==> config.mk <==
export PLATFORM = sky130hd
export DESIGN_NAME = osd_spi_receiver
export DESIGN_NICKNAME = d
export VERILOG_FILES = /design/src/osd_cmd_pkg.sv /design/src/osd_spi_receiver.sv
export VERILOG_INCLUDE_DIRS = /design/src /design/src/src
export SDC_FILE = /design/constraint.sdc
export NUM_CORES = 1
export LEC_CHECK = 0
export CORE_MARGIN = 3
export CORE_UTILIZATION = 42
export CTS_BUF_LIST = sky130_fd_sc_hd__clkbuf_4
export DETAILED_ROUTE_END_ITERATION = 10
export DONT_BUFFER_PORTS = 1
export HOLD_SLACK_MARGIN = 0.03
export PLACE_DENSITY = 0.64
export SETUP_SLACK_MARGIN = 0.3
export SLEW_MARGIN = 5
export SYNTH_ARGS = -nofsm -noshare
export SYNTH_HDL_FRONTEND = slang
export SYNTH_SLANG_ARGS = --single-unit
==> constraint.sdc <==
create_clock -name clk -period 4.1 [get_ports clk]
set_input_delay 0.205 -clock clk [delete_from_list [all_inputs] [get_ports clk]]
set_output_delay 0.205 -clock clk [all_outputs]
set_load 0.05 [all_outputs]
==> src/osd_consts.svh <==
/*
  OSD overlay constants
  raster and color widths, bitmap depth, window sizes and the
  display-size thresholds that pick them
*/
`ifndef OSD_CONSTS_SVH
`define OSD_CONSTS_SVH

// raster counters and one color channel
`define OSD_CNT_W          11
`define OSD_COLOR_W        6

// bitmap memory, 8 line blocks of 256 bytes
`define OSD_BUF_DEPTH      2048

// display size thresholds
`define OSD_WIDE_LIMIT     1000
`define OSD_TALL_LIMIT     400

// window size in pixels and lines
`define OSD_WIN_W_NARROW   256
`define OSD_WIN_W_WIDE     512
`define OSD_WIN_H_SHORT    64
`define OSD_WIN_H_TALL     128

// frame border around the window
`define OSD_BORDER_X       4
`define OSD_BORDER_Y_SHORT 2
`define OSD_BORDER_Y_TALL  4

`endif

==> src/osd_cmd_pkg.sv <==
/*
  OSD command side types
  opcodes, receiver states, bitmap address and byte
*/
`include "osd_consts.svh"

package osd_cmd_pkg;

  // top 5 bits of the command byte
  typedef enum logic [4:0] {
    OP_WRITE  = 5'b00100,
    OP_ENABLE = 5'b01000,
    // any code this core does not handle
    OP_OTHER  = 5'b11111
  } osd_opcode_e;

  // first byte is the command, the rest is payload or skipped
  typedef enum logic [1:0] {
    RX_COMMAND = 2'd0,
    RX_PAYLOAD = 2'd1,
    RX_IGNORE  = 2'd2
  } rx_state_e;

  typedef logic [$clog2(`OSD_BUF_DEPTH)-1:0] buf_addr_t;
  typedef logic [7:0]                        osd_byte_t;

  // map a command byte onto the supported opcodes
  function automatic osd_opcode_e decode_opcode(input osd_byte_t cmd);
    case (cmd[7:3])
      OP_WRITE:  return OP_WRITE;
      OP_ENABLE: return OP_ENABLE;
      default:   return OP_OTHER;
    endcase
  endfunction

endpackage

==> src/osd_spi_receiver.sv <==
/*
  OSD serial command receiver
  oversamples sck, shifts in bytes msb first, decodes enable and
  line write commands and streams bitmap bytes to the buffer
*/
`timescale 1ns/1ns

module osd_spi_receiver
  import osd_cmd_pkg::*;
(
  input  logic      clk,
  input  logic      ss,
  input  logic      sck,
  input  logic      sel_n,
  input  logic      sdi,
  output logic      wr_en,
  output buf_addr_t wr_addr,
  output osd_byte_t wr_data,
  output logic      osd_on
);

  // two sync stages, third sck stage for edge detect
  logic [2:0]  sck_sync;
  logic [1:0]  sel_sync;
  logic [1:0]  sdi_sync;
  logic        sck_rise;
  logic        byte_done;
  logic [2:0]  bit_cnt;
  logic [6:0]  sbuf;
  osd_byte_t   rx_byte;
  osd_opcode_e opcode;
  rx_state_e   state;
  buf_addr_t   addr_q;

  assign sck_rise  = sck_sync[1] && !sck_sync[2];
  assign byte_done = sck_rise && !sel_sync[1] && (bit_cnt == 3'd7);
  // complete byte including the bit sampled now
  assign rx_byte   = {sbuf, sdi_sync[1]};
  assign opcode    = decode_opcode(rx_byte);

  // --------------------------------------------------------------------------
  // synchronizers and command FSM
  // --------------------------------------------------------------------------

  always_ff @(posedge clk or posedge ss) begin
    if (ss) begin
      sck_sync <= '0;
      sel_sync <= 2'b11;
      sdi_sync <= '0;
      bit_cnt  <= '0;
      state    <= RX_COMMAND;
      wr_en    <= 1'b0;
      osd_on   <= 1'b0;
    end else begin
      sck_sync <= {sck_sync[1:0], sck};
      sel_sync <= {sel_sync[0], sel_n};
      sdi_sync <= {sdi_sync[0], sdi};
      wr_en    <= 1'b0;
      if (sel_sync[1]) begin
        // deselected, next transfer starts with a command
        bit_cnt <= '0;
        state   <= RX_COMMAND;
      end else if (sck_rise) begin
        bit_cnt <= bit_cnt + 3'd1;
        if (byte_done) begin
          case (state)
            RX_COMMAND: begin
              case (opcode)
                OP_WRITE: state <= RX_PAYLOAD;
                OP_ENABLE: begin
                  osd_on <= rx_byte[0];
                  state  <= RX_IGNORE;
                end
                default: state <= RX_IGNORE;
              endcase
            end
            RX_PAYLOAD: wr_en <= 1'b1;
            RX_IGNORE:  state <= RX_IGNORE;
            default:    state <= RX_COMMAND;
          endcase
        end
      end
    end
  end

  // --------------------------------------------------------------------------
  // shift register and write address
  // --------------------------------------------------------------------------

  always_ff @(posedge clk) begin
    if (sck_rise && !sel_sync[1])
      sbuf <= rx_byte[6:0];
    if (byte_done) begin
      // low 3 command bits select a 256 byte line block
      if (state == RX_COMMAND)
        addr_q <= {rx_byte[2:0], 8'h00};
      if (state == RX_PAYLOAD) begin
        wr_addr <= addr_q;
        wr_data <= rx_byte;
        addr_q  <= addr_q + buf_addr_t'(1);
      end
    end
  end

  // writes only come out of a write burst
  a_wr_in_payload: assert property (@(posedge clk) disable iff (ss)
    wr_en |-> state == RX_PAYLOAD);

endmodule

**Yosys cells after proc, flatten, opt, wreduce, memory -nomap -nowiden**

Index checks and enable logic that the tools add are counted.

- Equality and inequality tests: 8
- Reduce and logical (&&, ||, !) cells: 13
- Muxes and demuxes: 14
- Add/subtract/negate cells: 2
- Bitwise operators: 1

Operator list:

| operator | number |
|---|---|
| 2-to-1 mux 11 bit | 2 |
| adder 11 x 1 -> 11 bit, second input constant | 1 |
| equality test 5 x 3 -> 1 bit, second input constant | 2 |
| equality test 5 x 4 -> 1 bit, second input constant | 2 |
| case mux 5 bit (2 select lines) | 1 |
| 2-to-1 mux 2 bit | 4 |
| 2-to-1 mux 3 bit | 2 |
| case mux 2 bit (3 select lines) | 1 |
| nonzero test 2 bit | 3 |
| AND reduction 5 bit | 1 |
| 2-to-1 mux 1 bit | 4 |
| AND reduction 2 bit | 2 |
| adder 3 x 1 -> 3 bit, second input constant | 1 |
| equality test 3 bit, second input constant | 1 |
| logical AND 1 bit | 3 |
| AND reduction 3 bit | 1 |
| equality test 2 x 1 -> 1 bit, second input constant | 1 |
| equality test 2 bit, second input constant | 1 |
| zero test 1 bit | 2 |
| zero test 2 bit | 1 |
| != test 2 bit, second input constant | 1 |
| inverter 1 bit | 1 |

- Register bits: 51
- Logic and storage cells: 49
- Input port bits: 5

**Logic depth before layout (Yosys ltp)**

- Depth after elaboration: 8
- Depth in mapped cells: 5
- Depth with buffers taken out: 5

**Least setup slack after synthesis**

No wires, ideal clock.

- Path kind: reg-to-reg
- From: register bit_cnt[0]
- To: register addr_q[0], enable pin
- Cell stages (with the launch flop): 5
- Path slack: 2.182 ns
- Arrival: 1.525 ns
- Clock period less this slack: 1.918 ns
- Path through: dfrtp_1 > ha_1 > ha_1 > nand3b_1 > nor3_1

- Longest elaborated chain between the ends: 3

Ends and longest elaborated chain:

| element | RTL line | RTL |
|---|---|---|
| start: declaration | osd_spi_receiver.sv:28 | `logic [2:0] bit_cnt;` |
| start signal: assignment | osd_spi_receiver.sv:64 | `bit_cnt <= bit_cnt + 3'd1;` |
| equality test 3 bit | osd_spi_receiver.sv:36 | `assign byte_done = sck_rise && !sel_sync[1] && (bit_cnt == 3'd7);` |
| logical AND 1 bit | osd_spi_receiver.sv:36 |  |
| AND reduction 2 bit (no line) | -- |  |
| end signal: assignment | osd_spi_receiver.sv:96 | `addr_q <= {rx_byte[2:0], 8'h00};` |
| end signal: assignment | osd_spi_receiver.sv:100 | `addr_q <= addr_q + buf_addr_t'(1);` |
| end: declaration | osd_spi_receiver.sv:33 | `buf_addr_t addr_q;` |

Every way passes these cells.
A chain may end at the register's enable or synchronous reset.

**Final worst setup path**

- From: register bit_cnt[0]
- To: register wr_addr[0], enable pin

- Longest elaborated chain between the ends: 3

Ends and longest elaborated chain:

| element | RTL line | RTL |
|---|---|---|
| equality test 3 bit | osd_spi_receiver.sv:36 |  |
| logical AND 1 bit | osd_spi_receiver.sv:36 |  |
| AND reduction 2 bit (no line) | -- |  |
| end signal: assignment | osd_spi_receiver.sv:98 | `wr_addr <= addr_q;` |
| end: declaration | osd_spi_receiver.sv:17 | `output buf_addr_t wr_addr,` |

Every way passes these cells.

==> impl_metrics.toml <==
[synth]
synth_area_per_cell_sq_um = 15.35
ys_warn_count = 0
synth-edff-count = 37
synth_nets = 133
total_standard_cell_area_after_synthesis_sq_mm = 0.001919
synth_cell_type_count = 32
synth_seq_area_share = 0.7627
postSynth.topFlopCell = "sky130_fd_sc_hd__edfxtp_1"
syn-instance-count = 125
async_flop_share = 0.2745
synth-seq-cells = 51

[detailed_routing]
route.detailed.vias_per_inst = 5.548
drt_first_pass_iters = 4
vias = 1032
highest_metal_layer_with_signal_wires = "met4"
wl_met3_microns = 121
post_drt_wl_per_cell_microns = 15.73
detailedRoute.firstIterationViolations = 64
post-route-drc-count = 0
met2_wirelength_microns = 1501
wl_met1_microns = 1255
routed_wirelength_microns = 2925
antenna_violating_nets_post_route = 0

[timing]
setup_slack_ps = 2050
post-route-period-util = 0.5001
fmaxAchievable_ghz = 0.4877
slew-limit-headroom = 0.4622
grt_setup_unrepaired = "no"
timing_max_transition_violations_final = 0
timing.final.hold_violations = 0
clock_skew_ps = 15.46
worstMarginPinSlew_ps = 806.7
tns_ps = 0
final_setup_violation_count = 0
finalWorstPathRequiredPeriod_ps = 2050

[setup_path]
kind_of_launch_point_of_the_worst_setup_path = "flop"
critical_path.max_fanout = 19
data_required_time_at_the_worst_endpoint_ps = 4100
setup.worst_path.class = "reg2reg"
timing.critical_path.arrival_ps = 2050
worstSetupEndpointType = "flop"

[placement]
io_buffer_count = 0
place_worst_setup_slack_ps = 2035
routabilityCongestion = 0.7776
place_hpwl_microns = 2062

[min_path]
worstHoldPathType = "in2async"

[clocking]
clock_insertion_delay_worst_skew_ps = 370
clock_tree.buffer_depth = 2
tritoncts = "built"
cts_root_buf = "sky130_fd_sc_hd__clkbuf_4"
clock_sinks = 51
number_of_buffers_created_by_cts = 5
ctsHtreeMaxLevel = 2
cts.clk_slew.worst_paths_ps = 150
cts.repair_timing.setup_buffer_count = 0

[floorplan]
die_area_sq_mm = 0.005417
die-height_microns = 73.60
pin_count = 26
die-width_microns = 73.60
initial_core_util = 0.4568
placeableCoreArea_sq_mm = 0.004202
rows = 23

[grt]
grt_overflow = 0
grt_pass1_vias = 1005
wire_length_of_the_first_global_routing_pass_microns = 4809
grt_antenna_before_repair = 0
groute.usage.overall = 0.1208
largest_net_degree_at_the_start_of_global_routing = 20

[layout]
final_nets = 143
antenna-diode-count = 0
areaGrowthSynthToFinish_pct = 8.670
layout_cells_sized_above_1 = 0.1029

[job]
timing.max_cap.violations = 0

[pwr]
power_per_cell_area_mw_per_mm2 = 388.6
static-leakage-power_nw = 0.7173
vdd_drop_max_uv = 205.4

[run_status]
run_status = "completed"
kinds of logic after synthesis:
family,after synthesis,synth area share
muxes,1,0.005867
DFF,51,0.7627
AOI/OAI and AO/OA,19,0.06323
buffers and inverters,6,0.01173
and+or+nand+nor,41,0.1186
adders and majority gates,3,0.01956
xor gates and xnor gates,4,0.01826
cell type report:
type,count,area (sq um)
clock inverters,3,26.28
repair buffers,5,47.55
inverters,4,15.01
multi-input cells,68,432.9
flip-flops and latches,51,1464
clock buffers,5,37.54
fillers,356,2116
well taps,50,62.56
state kept, by name (all words and copies together) (netlist names), 2 cells and up:
register and cells:
sel_sync 2, sck_sync 3, wr_data 8, state 2
sbuf 7, wr_addr 11, bit_cnt 3, sdi_sync 2
addr_q 11
stage by stage:
stage / instances / hold slack, ps / power (mW) / instance area (sq um) / util
after floorplan: 125 / 92.79 / 0.5801 / 1919 / -
after global placement: 174 / 146.4 / 0.5828 / 1982 / 0.4717
after detailed placement: 174 / 152.5 / 0.5843 / 1982 / 0.4717
after CTS: 186 / 283.8 / 0.8219 / 2086 / 0.4964
after global routing: 186 / 324.4 / 0.8427 / 2086 / 0.4964
final: 186 / 279.6 / 0.8105 / 2086 / 0.4964
Yosys cell counts (3+ instances only):
library cell,number,area (sq um)
sky130_fd_sc_hd__o21a_1,3,22.52
sky130_fd_sc_hd__nand3_1,3,15.01
sky130_fd_sc_hd__a21oi_1,5,25.02
sky130_fd_sc_hd__nand2_1,6,22.52
sky130_fd_sc_hd__or4_1,3,22.52
sky130_fd_sc_hd__o31ai_1,3,22.52
sky130_fd_sc_hd__inv_1,4,15.01
sky130_fd_sc_hd__ha_1,3,37.54
sky130_fd_sc_hd__a31oi_1,4,25.02
sky130_fd_sc_hd__edfxtp_1,37,1111
sky130_fd_sc_hd__dfrtp_1,12,300.3
sky130_fd_sc_hd__nor2_1,10,37.54
sky130_fd_sc_hd__nor3_1,3,15.01
power breakdown:
part / leakage, nW / internal (mW) / switching, mW
logic: 0.173 / 0.00607 / 0.00717
registers: 0.508 / 0.557 / 0.00562
clock network: 0.0362 / 0.0727 / 0.162
final timing paths:
| check | startpoint | end | slack (ps) | cells past startpoint |
|---|---|---|---|---|
| worst max register to register | bit_cnt[0]$_DFFE_PP0P_ | wr_addr[0]$_DFFE_PP_ | 2050 | 4 |
| worst min register to register | sck_sync[0]$_DFF_PP0_ | sck_sync[1]$_DFF_PP0_ | 370 | 0 |
| worst max-delay path | bit_cnt[0]$_DFFE_PP0P_ | wr_addr[0]$_DFFE_PP_ | 2050 | 4 |
| worst min-delay path | ss | sck_sync[0]$_DFF_PP0_ | 280 | 2 |
| min in group clk | sel_n | sel_sync[0]$_DFF_PP1_ | 360 | 1 |
| max in group asynchronous | ss | sel_sync[1]$_DFF_PP1_ | 3450 | 2 |
per-layer routing:
metal  global-route usage  up-vias
met5                    0        -
met4              0.04225        0
met3              0.04514        6
met2               0.1988       24
met1               0.1450      516
li1                     -      486
placed cells by master, fill, tap and decap left out, drive strengths merged, types with 4 or more instances in the layout:
master / n
nand3: 4
dlygate4sd3: 4
nor2: 10
clkbuf: 5
edfxtp: 37
a31oi: 4
a21oi: 5
nand2: 6
dfrtp: 12
inv: 6
critical path, cell delays in order (launching register included):
cell	delay, ps
sky130_fd_sc_hd__dfrtp_1	400
sky130_fd_sc_hd__ha_1	160
sky130_fd_sc_hd__ha_1	160
sky130_fd_sc_hd__and3b_1	260
sky130_fd_sc_hd__and3_1	720
repair_timing:
item / 4_1_cts / 5_1_grt
hold buffers: 4 / 0
hold endpoints to repair: 15 / 0
gates resized for setup: 0 / 0
Note: power is estimated with default switching activity, not from simulation.
