**config.mk**
```make
export PLATFORM = sky130hd
export DESIGN_NAME = video_timing_meter
export DESIGN_NICKNAME = d
export VERILOG_FILES = /design/src/video_pkg.sv /design/src/video_timing_meter.sv
export VERILOG_INCLUDE_DIRS = /design/src /design/src/src
export SDC_FILE = /design/constraint.sdc
export NUM_CORES = 1
export LEC_CHECK = 0
export BUFFER_PORTS_ARGS = -buffer_cell sky130_fd_sc_hd__buf_2
export CAP_MARGIN = 20
export CORE_AREA = 2 2 130 132
export DETAILED_ROUTE_END_ITERATION = 12
export DIE_AREA = 0 0 132 134
export SETUP_SLACK_MARGIN = 0.3
export SLEW_MARGIN = 20
export SYNTH_ARGS = -nofsm -noshare
export SYNTH_HDL_FRONTEND = slang
export SYNTH_SLANG_ARGS = --single-unit
export TNS_END_PERCENT = 1
```
**constraint.sdc**
```tcl
create_clock -name clk -period 3.5 [get_ports clk]
set_input_delay 0.35 -clock clk [delete_from_list [all_inputs] [get_ports clk]]
set_output_delay 0.35 -clock clk [all_outputs]
set_load 0.005 [all_outputs]
```
**src/osd_consts.svh**
```systemverilog
/*
  OSD overlay constants
  raster and color widths, bitmap depth, window sizes and the
  display-size thresholds that pick them
*/
`ifndef OSD_CONSTS_SVH
`define OSD_CONSTS_SVH

// raster counters and one color channel
`define OSD_CNT_W          11
`define OSD_COLOR_W        6

// bitmap memory, 8 line blocks of 256 bytes
`define OSD_BUF_DEPTH      2048

// display size thresholds
`define OSD_WIDE_LIMIT     1000
`define OSD_TALL_LIMIT     400

// window size in pixels and lines
`define OSD_WIN_W_NARROW   256
`define OSD_WIN_W_WIDE     512
`define OSD_WIN_H_SHORT    64
`define OSD_WIN_H_TALL     128

// frame border around the window
`define OSD_BORDER_X       4
`define OSD_BORDER_Y_SHORT 2
`define OSD_BORDER_Y_TALL  4

`endif

```
**src/video_pkg.sv**
```systemverilog
/*
  video geometry types
  raster counts, color channels and the timing meter states
*/
`include "osd_consts.svh"

package video_pkg;

  // --------------------------------------------------------------------------
  // raster geometry
  // --------------------------------------------------------------------------

  // pixel or line counter, also used for a measured phase length
  typedef logic [`OSD_CNT_W-1:0] count_t;

  // one channel of the 18-bit rgb stream
  typedef logic [`OSD_COLOR_W-1:0] color_t;

  // --------------------------------------------------------------------------
  // timing meter
  // --------------------------------------------------------------------------

  // idle until the first vs edge, then measure two full frames
  typedef enum logic [1:0] {
    MEAS_IDLE   = 2'd0,
    MEAS_LINE   = 2'd1,
    // lengths stable, geometry may be used
    MEAS_LOCKED = 2'd2
  } meter_state_e;

endpackage

```
**src/video_timing_meter.sv**
```systemverilog
/*
  video timing meter
  measures hs and vs phase lengths, derives display size and
  keeps the pixel and line counters of the incoming raster
*/
`timescale 1ns/1ns

module video_timing_meter
  import video_pkg::*;
(
  input  logic   clk,
  input  logic   ss,
  input  logic   hs,
  input  logic   vs,
  output count_t hcnt,
  output count_t vcnt,
  output count_t disp_w,
  output count_t disp_h,
  output logic   geom_valid
);

  // sync inputs delayed once, used as previous level
  logic         hs_q;
  logic         vs_q;
  logic         hs_edge;
  logic         vs_edge;
  logic         line_end;
  logic         hs_pol;
  logic         vs_pol;
  count_t       hs_high;
  count_t       hs_low;
  count_t       vs_high;
  count_t       vs_low;
  meter_state_e state;
  logic [1:0]   vs_edges;

  assign hs_edge = hs != hs_q;
  assign vs_edge = vs != vs_q;

  // sync level is the shorter phase
  assign hs_pol = hs_high < hs_low;
  assign vs_pol = vs_high < vs_low;

  // a line ends where hs enters its sync phase
  assign line_end = hs_edge && (hs == hs_pol);

  // visible size is the longer phase
  assign disp_w = hs_pol ? hs_low : hs_high;
  assign disp_h = vs_pol ? vs_low : vs_high;

  assign geom_valid = state == MEAS_LOCKED;

  // --------------------------------------------------------------------------
  // counters and phase lengths
  // --------------------------------------------------------------------------

  always_ff @(posedge clk or posedge ss) begin
    if (ss) begin
      hs_q    <= 1'b0;
      vs_q    <= 1'b0;
      hcnt    <= '0;
      vcnt    <= '0;
      hs_high <= '0;
      hs_low  <= '0;
      vs_high <= '0;
      vs_low  <= '0;
    end else begin
      hs_q <= hs;
      vs_q <= vs;
      // rising hs closes a low phase
      if (hs_edge) begin
        if (hs)
          hs_low <= hcnt + count_t'(1);
        else
          hs_high <= hcnt + count_t'(1);
        hcnt <= '0;
      end else begin
        hcnt <= hcnt + count_t'(1);
      end
      // a line ending on the vs edge still counts for the old phase
      if (vs_edge) begin
        if (vs)
          vs_low <= vcnt + count_t'(line_end);
        else
          vs_high <= vcnt + count_t'(line_end);
        vcnt <= '0;
      end else if (line_end) begin
        vcnt <= vcnt + count_t'(1);
      end
    end
  end

  // --------------------------------------------------------------------------
  // lock after four vs edges, two full frames
  // --------------------------------------------------------------------------

  always_ff @(posedge clk or posedge ss) begin
    if (ss) begin
      state    <= MEAS_IDLE;
      vs_edges <= '0;
    end else begin
      case (state)
        MEAS_IDLE: begin
          if (vs_edge) begin
            state    <= MEAS_LINE;
            vs_edges <= '0;
          end
        end
        MEAS_LINE: begin
          if (vs_edge) begin
            vs_edges <= vs_edges + 2'd1;
            if (vs_edges == 2'd3)
              state <= MEAS_LOCKED;
          end
        end
        MEAS_LOCKED: state <= MEAS_LOCKED;
        default:     state <= MEAS_IDLE;
      endcase
    end
  end

  // a locked raster always has a measured line
  a_width_known: assert property (@(posedge clk) disable iff (ss)
    geom_valid |-> disp_w != '0);

endmodule

```
== Word level (Yosys, flattened, before mapping) ==
Cells that the tools add are included.

* Bits in read-only memories: 0
* Flip-flop bits (word level): 72
* Memory bits (writable): 0
* Latch bits: 0
* Memories: 0

* Order comparisons: 2
* Multiply operators: 0
* $add $sub $neg: 4
* Mux-type cells: 12
* Bitwise gates (word level): 2
* Shift operators: 0
* Reductions and logical operators: 10
* Div/mod/pow operators: 0
* Eq/ne operators: 9

{| class="wikitable"
|+ Operators by type and width
! kind !! number
|-
| $mux W11 || 5
|-
| $add A11 B1 Y11 const B || 2
|-
| $lt A11 B11 Y1 || 2
|-
| $add A11 B1 Y11 || 1
|-
| $mux W2 || 5
|-
| $reduce_and A2 Y1 || 4
|-
| $ne A2 B2 Y1 const B || 3
|-
| $pmux W2 S3 || 1
|-
| $reduce_and A3 Y1 || 2
|-
| $eq A2 B2 Y1 const B || 2
|-
| $pmux W2 S2 || 1
|-
| $reduce_bool A2 Y1 || 2
|-
| $add A2 B1 Y2 const B || 1
|-
| $eq A2 B1 Y1 const B || 1
|-
| $logic_not A2 Y1 || 1
|-
| $ne A1 B1 Y1 || 2
|-
| $not A1 Y1 || 2
|-
| $eq A1 B1 Y1 || 1
|-
| $logic_and A1 B1 Y1 || 1
|}

== Depth between registers and ports, before layout ==
* Word-level depth: 5
* Mapped depth: 13
* Gate-level depth less buffers: 13

== Least setup slack after synthesis ==
OpenSTA, ideal clock, no wires.

* Path kind: reg2reg
* Start point: reg hs_high[10]
* End point: reg vs_high[10]
* Cell stages (with the launch flop): 12
* Arrival time: 2.565 ns
* Slack: 0.798 ns
* Buffers on the path: 0
* Setup time: 0.137 ns
* Required time: 3.363 ns
* Cell sequence: dfrtp_1 -> ha_1 -> nand4_1 -> a2111o_1 -> nand3_1 -> nor3b_2 -> ha_1 -> ha_1 -> nand2_1 -> nor2_1 -> xnor2_1 -> a21oi_1

* Longest elaborated chain between the ends: 4

{| class="wikitable"
|+ Ends and longest elaborated chain
! what !! line !! text
|-
| start, declared || video_timing_meter.sv:30 || <nowiki>count_t hs_high;</nowiki>
|-
| start signal, assigned || video_timing_meter.sv:75 || <nowiki>hs_high <= hcnt + count_t'(1);</nowiki>
|-
| $lt A11 B11 Y1 || video_timing_meter.sv:41 || <nowiki>assign hs_pol = hs_high < hs_low;</nowiki>
|-
| $eq A1 B1 Y1 || video_timing_meter.sv:45 || <nowiki>assign line_end = hs_edge && (hs == hs_pol);</nowiki>
|-
| $logic_and A1 B1 Y1 || video_timing_meter.sv:45 ||
|-
| $add A11 B1 Y11 || video_timing_meter.sv:85 || <nowiki>vs_high <= vcnt + count_t'(line_end);</nowiki>
|-
| end signal, assigned || video_timing_meter.sv:85 ||
|-
| end, declared || video_timing_meter.sv:32 || <nowiki>count_t vs_high;</nowiki>
|}

Every way passes these cells.
A chain may end at the register's enable or synchronous reset.

== Final worst setup path ==
* Start point: reg hs_high[8]
* End point: out disp_w[10]

* Longest elaborated chain between the ends: 2

{| class="wikitable"
|+ Ends and longest elaborated chain
! what !! line !! text
|-
| $lt A11 B11 Y1 || video_timing_meter.sv:41 ||
|-
| $mux W11 || video_timing_meter.sv:48 || <nowiki>assign disp_w = hs_pol ? hs_low : hs_high;</nowiki>
|-
| end, declared || video_timing_meter.sv:17 || <nowiki>output count_t disp_w,</nowiki>
|}

Every way passes these cells.

==> summary.md <==
| Metric | Value |
|---|---|
| Status | completed |
| Clock Latency Late Sink | 330 ps |
| Top_reg_cell synth | dfrtp_1 |
| Worst slack, placed | 411 ps |
| Dpl cells | 682 |
| Vias | 3100 |
| Compound-cell area share of the yosys netlist | 10.8% |
| Max Slew Vio Count | 0 |
| Share of the synthesized area in the top cell type | 44.9% |
| Yosys Warn Count | 0 |
| Sequential area share after synthesis | 44.9% |
| Largest area contributor in the netlist | dfrtp_1 |
| Largest fanout on the critical path | 21 |
| DRT Pass-1 Iters | 4 |
| Hold crit path type | input pin to async pin |
| Placement Rows | 47 |
| Die W | 132 um |
| CP required | 3150 ps |
| Fmax | 0.342 GHz |
| Tmin final | 2930 ps |
| Fill cell count | 1719 |
| Initial antenna violation count | 0 |
| Unrepaired setup endpoints after global routing | no |
| Mux cell area share after synthesis | 7.20% |
| Post-synthesis xor/xnor area fraction | 3.93% |
| Root Buffer | clkbuf_16 |
| Clock slew at reported path FFs | 60 ps |
| Storage element area | 1800 um2 |
| Fin area | 4850 um2 |
| CTS tree | built |
| Skew final | 5.21 ps |
| Share of post-route cells with drive strength above 1 | 18.0% |
| Max-Cap Viols | 0 |
| Post-synth top cells | 72 x dfrtp_1, 51 x nor2_1, 49 x a21oi_1 |
| Async set or reset register ratio after synthesis | 100% |
| Ant diodes | 0 |
| Largest family of logic cells by synthesized area | simple AND/OR/NAND/NOR gates |
| Nets | 509 |
| Post-synth EDFFs | 0 |
| Area Overhead vs Synth | 20.8% |
| Pwr dens | 591 nW/um2 |
| H-tree levels | 3 |
| Setup bufs post-CTS | 0 |
| Syn Inst Count | 432 |
| Placed Instance Area | 4460 um2 |
| Post-Syn Area | 4020 um2 |
| DRT iter0 DRCs | 218 |
| Port bufs | 48 |
| WHS | 156 ps |
| Slew margin rel. | 42.1% |
| Synth area leaders | dfrtp_1 45%, ha_1 10%, a21oi_1 6.1%, nor2_1 4.8%, mux2_2 4.2% |
| Critical Path Source Type | flip-flop |
| Hold-fix buffers at CTS | 0 |
| GRT overflow | 0 |
| Number of remaining DRC errors | 0 |
| Number of global-route vias before repair | 3046 |
| Starting Density | 24.6% |
| Die ar. | 17700 um2 |
| Setup crit end kind | output pin |
| Setup TNS | 0 ps |
| Drt total wl | 9190 um |
| Synth Area per Inst | 9.29 um2 |
| Simple-Gate Fraction of Synth Area | 18.5% |
| Setup WS post-layout | 572 ps |
| Largest net degree at the start of global routing | 51 |
| DR WL/cell | 13.2 um |
| Fin crit share | 83.7% |
| Via/cell ratio | 4.44 |
| Die height | 134 um |
| Post-Syn Nets | 468 |
| Ports | 49 |
| Flops & latches, synth | 72 |
| Post-DP HPWL | 6730 um |
| GRT Total Usage | 10.8% |
| Post-Layout Cell Count | 698 |
| Post-route ant nets | 0 |
| Most frequent cell after synthesis | dfrtp_1 |
| Global-route wire length before repair | 15200 um |
| Worst-margin pin slew | 867 ps |
| # clock sinks | 72 |
| P_leak | 2.30 nW |
| Final Wtd Congestion | 0.819 |
| Yosys cell types | 36 |
| Final setup vio count | 0 |
| Adder-cell share of the synthesized area | 9.97% |
| CP arrival | 2580 ps |
| Core area | 16300 um2 |
| Footprint of the multi-input gates | 2040 um2 |
| Clock Tree Buf Depth | 2 |
| Final Hold Fails | 0 |
| Maximum VDD drop | 0.269 mV |
| Num CTS Buffers | 9 |
| Critical path class | flip-flop to output pin |
-- worst max-delay path: stages (launching register included) --
cell      delay (ps)
dfrtp_1          400
ha_1             320
a21oi_1          160
o221ai_1         150
nor2_2           320
nand2_2          300
o21ai_0          410
buf_2            190
-- metrics by stage --
step / utilization [%] / power (mW)
floorplan: - / 1.50
global placement: 27.4 / 1.70
detailed placement: 27.4 / 1.72
CTS: 29.7 / 2.90
finish: 29.8 / 2.87
global route: 29.8 / 3.06
-- power breakdown --
part / internal, mW / switching (mW)
clock network: 0.793 / 0.366
registers: 0.944 / 0.0846
logic: 0.309 / 0.373
-- registers in the layout (all words and copies together) (netlist names) --
name	flops
hcnt	11
hs_high	11
hs_low	11
hs_q	1
state	2
vcnt	11
vs_edges	2
vs_high	11
vs_low	11
vs_q	1
-- final timing paths --
check                                        start                      end  slack [ps]  cells past startpoint
setup / recovery            hs_high[8]$_DFFE_PP0P_               disp_w[10]         570                      7
hold / removal                                  ss        hcnt[7]$_DFF_PP0_         160                      2
setup reg to reg           hs_high[10]$_DFFE_PP0P_   vs_low[10]$_DFFE_PP0P_         590                     11
hold reg to reg            vs_edges[0]$_DFFE_PP0P_  vs_edges[0]$_DFFE_PP0P_         520                      1
max in group asynchronous                       ss    vs_low[3]$_DFFE_PP0P_        2510                      3
min in group clk                                vs           vs_q$_DFF_PP0_         160                      1
-- layout by cell type (no fill, tap or decap), drive strengths merged --
cell type / Yosys / layout
a21oi: 49 / 49
and3b: 2 / 2
a22o: 1 / 1
dfrtp: 72 / 72
and2: 3 / 3
o41a: 1 / 1
nor3b: 2 / 2
nor2b: 11 / 11
nor2: 51 / 51
xor2: 9 / 9
xnor2: 9 / 9
ha: 32 / 32
a2111o: 1 / 1
clkinv: 0 / 1
bufinv: 0 / 4
o22a: 1 / 1
nand4: 5 / 5
mux2i: 12 / 12
nand2: 40 / 40
o21a: 2 / 2
nand3: 17 / 17
o21ai: 18 / 18
clkbuf: 17 / 10
nor4: 1 / 1
a21o: 2 / 2
or3b: 2 / 2
o31a: 2 / 2
mux2: 15 / 15
o221ai: 1 / 1
and3: 5 / 5
buf: 2 / 49
nor3: 3 / 3
nand2b: 13 / 13
or3: 1 / 1
inv: 30 / 31
-- layout make-up --
cell class	count	area share [%]
repair buffers	49	5.11
inverters	30	2.35
flip-flops and latches	72	37.1
well taps	220	5.67
multi-input cells	311	42.0
clock buffers	10	4.93
clock inverters	6	2.84
-- metal layers --
| layer | up-vias | part of all wire [%] | routed length, um | global-route usage, % |
|---|---|---|---|---|
| met1 | 1502 | 48 | 4390 | 13.9 |
| met2 | 57 | 46 | 4250 | 17.6 |
| li1 | 1533 | - | - | - |
| met4 | 0 | 1.1 | 98 | 3.44 |
| met3 | 8 | 4.9 | 450 | 3.10 |
| met5 | - | 0 | 0 | 0 |
-- logic make-up after synthesis --
family          Yosys count
buf+inv                  49
fa+ha+maj                32
simple gates            156
mux                      27
flops                    72
compound gates           78
xor+xnor                 18
-- what timing repair did --
action,4_1_cts,5_1_grt
gates cloned,0,0
pin swaps,0,1
setup endpoints to repair,1,15
resized for setup,1,3
hold endpoints to repair,0,0
Power figures use the tool's default switching activity.
