## config.mk

```make
export PLATFORM = sky130hd
export DESIGN_NAME = osd_window_mixer
export DESIGN_NICKNAME = d
export VERILOG_FILES = /design/src/video_pkg.sv /design/src/osd_cmd_pkg.sv /design/src/osd_window_mixer.sv
export VERILOG_INCLUDE_DIRS = /design/src /design/src/src
export SDC_FILE = /design/constraint.sdc
export NUM_CORES = 1
export LEC_CHECK = 0
export BUFFER_PORTS_ARGS = -buffer_cell sky130_fd_sc_hd__buf_2
export CAP_MARGIN = 10
export CORE_UTILIZATION = 53
export DETAILED_ROUTE_END_ITERATION = 12
export PLACE_DENSITY = 0.78
export SYNTH_ARGS = -nofsm -noshare
export SYNTH_HDL_FRONTEND = slang
export SYNTH_SLANG_ARGS = --single-unit
```

## constraint.sdc

```tcl
create_clock -name clk -period 6.36 [get_ports clk]
set_input_delay 1.272 -clock clk [delete_from_list [all_inputs] [get_ports clk]]
set_output_delay 1.272 -clock clk [all_outputs]
set_load 0.005 [all_outputs]
```

## src/osd_consts.svh

```systemverilog
/*
  OSD overlay constants
  raster and color widths, bitmap depth, window sizes and the
  display-size thresholds that pick them
*/
`ifndef OSD_CONSTS_SVH
`define OSD_CONSTS_SVH

// raster counters and one color channel
`define OSD_CNT_W          11
`define OSD_COLOR_W        6

// bitmap memory, 8 line blocks of 256 bytes
`define OSD_BUF_DEPTH      2048

// display size thresholds
`define OSD_WIDE_LIMIT     1000
`define OSD_TALL_LIMIT     400

// window size in pixels and lines
`define OSD_WIN_W_NARROW   256
`define OSD_WIN_W_WIDE     512
`define OSD_WIN_H_SHORT    64
`define OSD_WIN_H_TALL     128

// frame border around the window
`define OSD_BORDER_X       4
`define OSD_BORDER_Y_SHORT 2
`define OSD_BORDER_Y_TALL  4

`endif

```

## src/video_pkg.sv

```systemverilog
/*
  video geometry types
  raster counts, color channels and the timing meter states
*/
`include "osd_consts.svh"

package video_pkg;

  // --------------------------------------------------------------------------
  // raster geometry
  // --------------------------------------------------------------------------

  // pixel or line counter, also used for a measured phase length
  typedef logic [`OSD_CNT_W-1:0] count_t;

  // one channel of the 18-bit rgb stream
  typedef logic [`OSD_COLOR_W-1:0] color_t;

  // --------------------------------------------------------------------------
  // timing meter
  // --------------------------------------------------------------------------

  // idle until the first vs edge, then measure two full frames
  typedef enum logic [1:0] {
    MEAS_IDLE   = 2'd0,
    MEAS_LINE   = 2'd1,
    // lengths stable, geometry may be used
    MEAS_LOCKED = 2'd2
  } meter_state_e;

endpackage

```

## src/osd_cmd_pkg.sv

```systemverilog
/*
  OSD command side types
  opcodes, receiver states, bitmap address and byte
*/
`include "osd_consts.svh"

package osd_cmd_pkg;

  // top 5 bits of the command byte
  typedef enum logic [4:0] {
    OP_WRITE  = 5'b00100,
    OP_ENABLE = 5'b01000,
    // any code this core does not handle
    OP_OTHER  = 5'b11111
  } osd_opcode_e;

  // first byte is the command, the rest is payload or skipped
  typedef enum logic [1:0] {
    RX_COMMAND = 2'd0,
    RX_PAYLOAD = 2'd1,
    RX_IGNORE  = 2'd2
  } rx_state_e;

  typedef logic [$clog2(`OSD_BUF_DEPTH)-1:0] buf_addr_t;
  typedef logic [7:0]                        osd_byte_t;

  // map a command byte onto the supported opcodes
  function automatic osd_opcode_e decode_opcode(input osd_byte_t cmd);
    case (cmd[7:3])
      OP_WRITE:  return OP_WRITE;
      OP_ENABLE: return OP_ENABLE;
      default:   return OP_OTHER;
    endcase
  endfunction

endpackage

```

## src/osd_window_mixer.sv

```systemverilog
/*
  OSD window mixer
  places a centred window with border over the video, fetches the
  bitmap byte per pixel and blends it into the delayed rgb stream
*/
`timescale 1ns/1ns
`include "osd_consts.svh"

module osd_window_mixer
  import video_pkg::*, osd_cmd_pkg::*;
(
  input  logic      clk,
  input  logic      ss,
  input  count_t    hcnt,
  input  count_t    vcnt,
  input  count_t    disp_w,
  input  count_t    disp_h,
  input  logic      geom_valid,
  input  logic      osd_on,
  input  color_t    r_in,
  input  color_t    g_in,
  input  color_t    b_in,
  output buf_addr_t rd_addr,
  input  osd_byte_t rd_data,
  output color_t    r_out,
  output color_t    g_out,
  output color_t    b_out
);

  logic       wide;
  logic       tall;
  count_t     win_w;
  count_t     win_h;
  count_t     border_y;
  count_t     pos_x;
  count_t     pos_y;
  count_t     col;
  count_t     row;
  logic       in_frame;
  logic       in_content;
  // stage 1, aligned with rd_data
  logic       act_q;
  logic       frame_q;
  logic       content_q;
  logic [2:0] bit_q;
  color_t     r_q;
  color_t     g_q;
  color_t     b_q;
  logic       pixel;

  // --------------------------------------------------------------------------
  // window geometry
  // --------------------------------------------------------------------------

  assign wide = (disp_w > count_t'(`OSD_WIDE_LIMIT)) && (disp_h < count_t'(`OSD_WIDE_LIMIT));
  assign tall = disp_h > count_t'(`OSD_TALL_LIMIT);

  assign win_w    = wide ? count_t'(`OSD_WIN_W_WIDE) : count_t'(`OSD_WIN_W_NARROW);
  assign win_h    = tall ? count_t'(`OSD_WIN_H_TALL) : count_t'(`OSD_WIN_H_SHORT);
  assign border_y = tall ? count_t'(`OSD_BORDER_Y_TALL) : count_t'(`OSD_BORDER_Y_SHORT);

  // centre the window
  assign pos_x = (disp_w - win_w) >> 1;
  assign pos_y = (disp_h - win_h) >> 1;

  assign in_frame = (hcnt >= pos_x - count_t'(`OSD_BORDER_X)) &&
                    (hcnt < pos_x + win_w + count_t'(`OSD_BORDER_X)) &&
                    (vcnt >= pos_y - border_y) &&
                    (vcnt < pos_y + win_h + border_y);

  assign in_content = (hcnt >= pos_x) && (hcnt <= pos_x + win_w - count_t'(1)) &&
                      (vcnt >= pos_y) && (vcnt <= pos_y + win_h - count_t'(1));

  // bitmap coordinates, doubled pixels on large displays
  assign col = wide ? (hcnt - pos_x) >> 1 : hcnt - pos_x;
  assign row = tall ? (vcnt - pos_y) >> 1 : vcnt - pos_y;

  // line block from row, byte from column
  assign rd_addr = {row[5:3], col[7:0]};

  // --------------------------------------------------------------------------
  // pipeline and overlay
  // --------------------------------------------------------------------------

  always_ff @(posedge clk or posedge ss) begin
    if (ss) begin
      act_q     <= 1'b0;
      frame_q   <= 1'b0;
      content_q <= 1'b0;
    end else begin
      act_q     <= osd_on && geom_valid;
      frame_q   <= in_frame;
      content_q <= in_content;
    end
  end

  always_ff @(posedge clk) begin
    bit_q <= row[2:0];
    r_q   <= r_in;
    g_q   <= g_in;
    b_q   <= b_in;
  end

  // border band shows a dark pixel
  assign pixel = content_q && rd_data[bit_q];

  // window keeps the top 3 video bits as a dimmed background
  always_ff @(posedge clk) begin
    if (act_q && frame_q) begin
      r_out <= {{3{pixel}}, r_q[`OSD_COLOR_W-1 -: 3]};
      g_out <= {{2{pixel}}, 1'b1, g_q[`OSD_COLOR_W-1 -: 3]};
      b_out <= {{3{pixel}}, b_q[`OSD_COLOR_W-1 -: 3]};
    end else begin
      r_out <= r_q;
      g_out <= g_q;
      b_out <= b_q;
    end
  end

endmodule

```

# Word-level counts from Yosys, hierarchy flattened
# Cells that the tools add are included.
[totals]
ff_bits = 42
inputBits = 74
out_inout_bits = 29
[op_classes]
addsub = 12
order_cmp = 12
mux = 10
reduce_logical = 10
[op_table]
columns = ["op", "count"]
rows = [
  ["$mux W6", 4],
  ["$ge A11 B10 Y1", 2],
  ["$ge A11 B11 Y1", 2],
  ["$le A11 B11 Y1", 2],
  ["$lt A11 B11 Y1", 2],
  ["$sub A11 B1 Y11 const B", 2],
  ["$mux W8", 2],
  ["$add A10 B10 Y11", 1],
  ["$add A10 B8 Y11", 1],
  ["$add A11 B3 Y11", 1],
  ["$add A11 B3 Y11 const B", 1],
  ["$gt A11 B10 Y1 const B", 1],
  ["$gt A11 B9 Y1 const B", 1],
  ["$lt A11 B10 Y1 const B", 1],
  ["$sub A10 B3 Y11", 1],
  ["$sub A10 B3 Y11 const B", 1],
  ["$sub A11 B10 Y11", 1],
  ["$sub A11 B8 Y11", 1],
  ["$logic_and A1 B1 Y1", 10],
  ["$mux W10", 1],
  ["$sub A9 B9 Y9", 1],
  ["$sub A7 B7 Y7", 1],
  ["$lt A3 B4 Y1 const B", 1],
  ["$bmux W1 S3", 1],
  ["other kinds (2)", 2],
]

# Depth between registers and ports, before layout
[logic_depth]
ltp_word = 10
ltp_mapped = 20

# Worst setup path before layout
# Ideal clock, no wire load.
[synth_path]
path_type = "input to register"
start = "in disp_w[3]"
end = "reg frame_q"
arrival_time_ps = 5321
path_slack_ps = 973
stages = 20
path_buffers = 2
path_cell_list = "clkbuf_1 > inv_1 > ha_1 > nor3_2 > a21oi_1 > or3_4 > buf_6 > ha_1 > inv_1 > fa_1 > ha_1 > fa_1 > nand3_1 > xor2_1 > ha_1 > and4_1 > a211oi_1 > nand3_1 > a211oi_1 > and3_1"
[synth_via]
elab_chain_len = 10
[synth_lines]
columns = ["element", "line_no", "source"]
rows = [
  ["start, declared", "osd_window_mixer.sv:16", "input count_t disp_w,"],
  ["$gt A11 B10 Y1", "osd_window_mixer.sv:55", "assign wide = (disp_w > count_t'(`OSD_WIDE_LIMIT)) && (disp_h < count_t'(`OSD_WIDE_LIMIT));"],
  ["$logic_and A1 B1 Y1", "osd_window_mixer.sv:55", ""],
  ["$mux W10", "osd_window_mixer.sv:58", "assign win_w = wide ? count_t'(`OSD_WIN_W_WIDE) : count_t'(`OSD_WIN_W_NARROW);"],
  ["$sub A11 B10 Y11", "osd_window_mixer.sv:63", "assign pos_x = (disp_w - win_w) >> 1;"],
  ["$add A10 B10 Y11", "osd_window_mixer.sv:67", "(hcnt < pos_x + win_w + count_t'(`OSD_BORDER_X)) &&"],
  ["$add A11 B3 Y11", "osd_window_mixer.sv:67", ""],
  ["$lt A11 B11 Y1", "osd_window_mixer.sv:67", ""],
  ["$logic_and A1 B1 Y1 * (3 in a row)", "osd_window_mixer.sv:66", "assign in_frame = (hcnt >= pos_x - count_t'(`OSD_BORDER_X)) &&"],
  ["named net in_frame", "osd_window_mixer.sv:39", "logic in_frame;"],
  ["end signal, assigned", "osd_window_mixer.sv:92", "frame_q <= in_frame;"],
  ["end, declared", "osd_window_mixer.sv:43", "logic frame_q;"],
]
# Mark *: on every way through the listed nets, which the timed path passes. The rest lies on a longest branch.
# A chain may end at the register's enable or synchronous reset.

# Final worst setup path
[layout_path]
start = "in disp_w[3]"
end = "out rd_addr[7]"
[layout_via]
elab_chain_len = 6
[layout_lines]
columns = ["element", "line_no", "source"]
rows = [
  ["$gt A11 B10 Y1", "osd_window_mixer.sv:55", ""],
  ["$logic_and A1 B1 Y1", "osd_window_mixer.sv:55", ""],
  ["$mux W10", "osd_window_mixer.sv:58", ""],
  ["$sub A11 B10 Y11", "osd_window_mixer.sv:63", ""],
  ["$sub A9 B9 Y9", "osd_window_mixer.sv:75", "assign col = wide ? (hcnt - pos_x) >> 1 : hcnt - pos_x;"],
  ["$mux W8 *", "osd_window_mixer.sv:75", ""],
  ["end, declared", "osd_window_mixer.sv:23", "output buf_addr_t rd_addr,"],
]
# Mark *: on every way between the ends. The rest lies on a longest branch, timed or not.

==> summary.txt <==
Worst setup path
  – Setup crit start kind: input port
  – Reg-to-reg slack, setup: 4.77 ns
  – Critical Path AT: roughly 4.5 ns
  – Worst r2r path cells: 3
  – WS Path Type: input port to output pin
  – Reg-to-Reg End: r_out[5]
  – Setup crit end: rd_addr[7]
  – Reg-to-Reg Start: frame_q
  – Crit path launch: disp_w[3]
  – Crit. End Element: output pin
  – Crit-path max FO: 13
  – Critical path required time: a little over 5 ns

Power and ir drop
  – Leakage power: 2.53 nW
  – Total chip power: 0.945 mW
  – PwrDens: between 150 and 200 nW/um^2
  – Max IR drop VDD: 88.4 uV

Synth
  – Avg Inst Size Synth: between 8 and 9 um^2
  – Post-synth EDFFs: 0
  – Top-area cell type share of the netlist area: 0.245
  – Synth cell types: 62
  – Ys async rst share: 0.0714
  – Net Count, Synth: 714
  – Register area share after synthesis: 0.180
  – Post-synth top area cell: ha_1
  – Ranking of synthesized cells by area: ha_1 24%, dfxtp_1 16%, xnor2_1 7.4%, a21oi_1 3.9%, fa_1 3.4%
  – Flops & latches, synth: 42
  – Post-synth design cell area: 4750 um^2
  – Ys flop type: dfxtp_1
  – Ys Warns: 0
  – Post-Synthesis Cells: 539

Drt
  – Wire per inst: 15.9 um
  – DR pass1 iterations: 8
  – Initial DRC count: approximately 220
  – Routed WL: 11.8 mm
  – Via density per instance: 5.85
  – Antenna-violating nets left: 0
  – DR DRC count: 1
  – Via count: 4,343

Clock tree
  – Root buffer cell: clkbuf_8
  – Postcts setup bufs: 0
  – CTS tree: yes
  – Worst-path clk slew: 0.08 ns
  – H-tree depth: 2
  – Cts bufs inserted: 5
  – Clk sink count: 42
  – Hold Buf Count CTS: 0
  – Post-CTS sizing: 0
  – Clock tree buffer depth: 2
  – Worst-skew pair later-pin latency: 0.29 ns

Floorplan
  – Core area: between 8000 and 9000 um^2
  – Die extent in y: 96.7 um
  – Die Width: around 97 um
  – Initial Util: 0.547
  – IO Pins: 103
  – # rows: 34
  – Die ar.: about 9300 um^2

Flow run
  – Max-Cap Viols: 0

Cells and area
  – Share of layout cells above drive strength 1: 0.228
  – Most frequent cells in the layout: 102 x buf_2, 93 x ha_1, 40 x xnor2_1, 39 x dfxtp_1
  – Layout fillers: roughly 800
  – Final non-filler cell total: approximately 740
  – Ant diodes: 0
  – Multi-input gate area: ~3700 um^2
  – Most common cell after layout, fill and taps aside: buf_2
  – P&R area growth vs syn: 13.8%
  – Finished Cell Area: 5400 um^2
  – Layout Nets: 809
  – Reg area: 856 um^2

Timing
  – Peak Freq: ~170 MHz
  – Setup TNS: 0 ns
  – Fin. max-slew vios: 0
  – RSZ-0062 raised after global routing: false
  – Final setup vio count: 0
  – Slew HR: 0.540
  – Tcrit/Tclk final: 0.901
  – Minimum clock period: 5.73 ns
  – Worst setup margin: 0.631 ns
  – Worst clock skew: 0.00558 ns
  – Worst slew pin tran: 0.688 ns
  – Final hold viol count: 0

Global routing
  – All-Layer GR Usage: 0.252
  – Largest net degree at the start of global routing: 20
  – Global-route wire length before repair: 19.8 mm
  – Vias in the first global route: approximately 4,300
  – Antenna violations before repair: 0
  – Grt ovf: 0

Place
  – Worst slack, placed: between 0.5 and 0.6 ns
  – Placed cells: 735
  – Detailed Place HPWL: approximately 10 mm
  – Placer Congestion: 0.958
  – I/O Buffers: 102
  – Dpl cell area: 5310 um^2

Min path
  – Hold Path Origin: b_q[0]
  – Min-Delay Path Class: flip-flop to flip-flop

Status
  – Status: finished, violations left
  – Failing checks: DRC
==> logic make-up (layout without fill, tap and decap cells) <==
logic type      count (synthesis)  count (layout)  share of synthesized area
xor+xnor                       57              57                      0.108
mux                            22              22                     0.0601
fa+ha+maj                     101             101                      0.279
simple gates                  144             144                      0.166
compound gates                118             118                      0.155
buf+inv                        55             151                     0.0508
flops                          42              42                      0.180
==> registers in the layout, indices dropped and copies added (netlist names), 3 cells and up <==
signal / count
b_out: 6
b_q: 6
g_out: 6
g_q: 6
r_out: 6
r_q: 6
bit_q: 3
==> worst min path at each step <==
stage               endpoint  slack (ns)  cells after the start
floorplan           g_out[3]        0.41                      1
global placement    r_out[3]        0.43                      1
detailed placement  b_out[5]        0.44                      1
CTS                 b_out[0]        0.47                      1
global route        b_out[0]        0.48                      1
finish              b_out[0]        0.46                      1
==> metrics by stage <==
step            util  hold WS (ns)
2_1_floorplan      -         0.407
3_3_place_gp   0.612         0.429
3_5_place_dp   0.612         0.445
4_1_cts        0.623         0.466
5_1_grt        0.623         0.477
6_report       0.623         0.459
==> critical path, cell delays in order <==
cell	delay, ns
buf_2	0.19
inv_1	0.10
ha_1	0.31
nor3_2	0.20
a21oi_1	0.11
or3_4	0.50
ha_1	0.55
ha_1	0.35
nand4_1	0.12
nor2b_1	0.06
nor3_1	0.21
xnor2_1	0.09
mux2_2	0.25
buf_2	0.12
==> synthesized netlist by cell type (all sizes together), types with 6 or more instances <==
| cell type | instances |
|---|---|
| nand3 | 20 |
| o21ai | 28 |
| nand2 | 20 |
| xor2 | 15 |
| o211ai | 6 |
| a21oi | 37 |
| xnor2 | 42 |
| dfxtp | 39 |
| nor2b | 9 |
| nor3 | 20 |
| a211oi | 8 |
| a21o | 14 |
| nand4 | 13 |
| mux2 | 17 |
| ha | 93 |
| fa | 8 |
| buf | 10 |
| inv | 38 |
| nor2 | 35 |
==> power breakdown <==
group / total [mW] / internal [mW] / switching (mW) / leakage [nW]
Clock: 0.171 / 0.0784 / 0.0931 / 0.0408
Combinational: 0.483 / 0.224 / 0.259 / 2.12
Sequential: 0.291 / 0.283 / 0.00743 / 0.369
Total: 0.945 / 0.585 / 0.360 / 2.53
==> area by class of cell <==
type / count / share of cell area
Clock buffer: 5 / 0.0127
Clock inverter: 3 / 0.00440
Inverter: 40 / 0.0278
Multi-Input combinational cell: 442 / 0.676
Sequential cell: 42 / 0.158
Tap cell: 108 / 0.0250
Timing Repair Buffer: 103 / 0.0959
==> layer usage <==
layer  wire [um]  global-route usage
met4         117              0.0528
met3         659              0.0267
met1        5520               0.342
met2        5490               0.433
met5           0                   0
(Power assumes the default switching activity.)
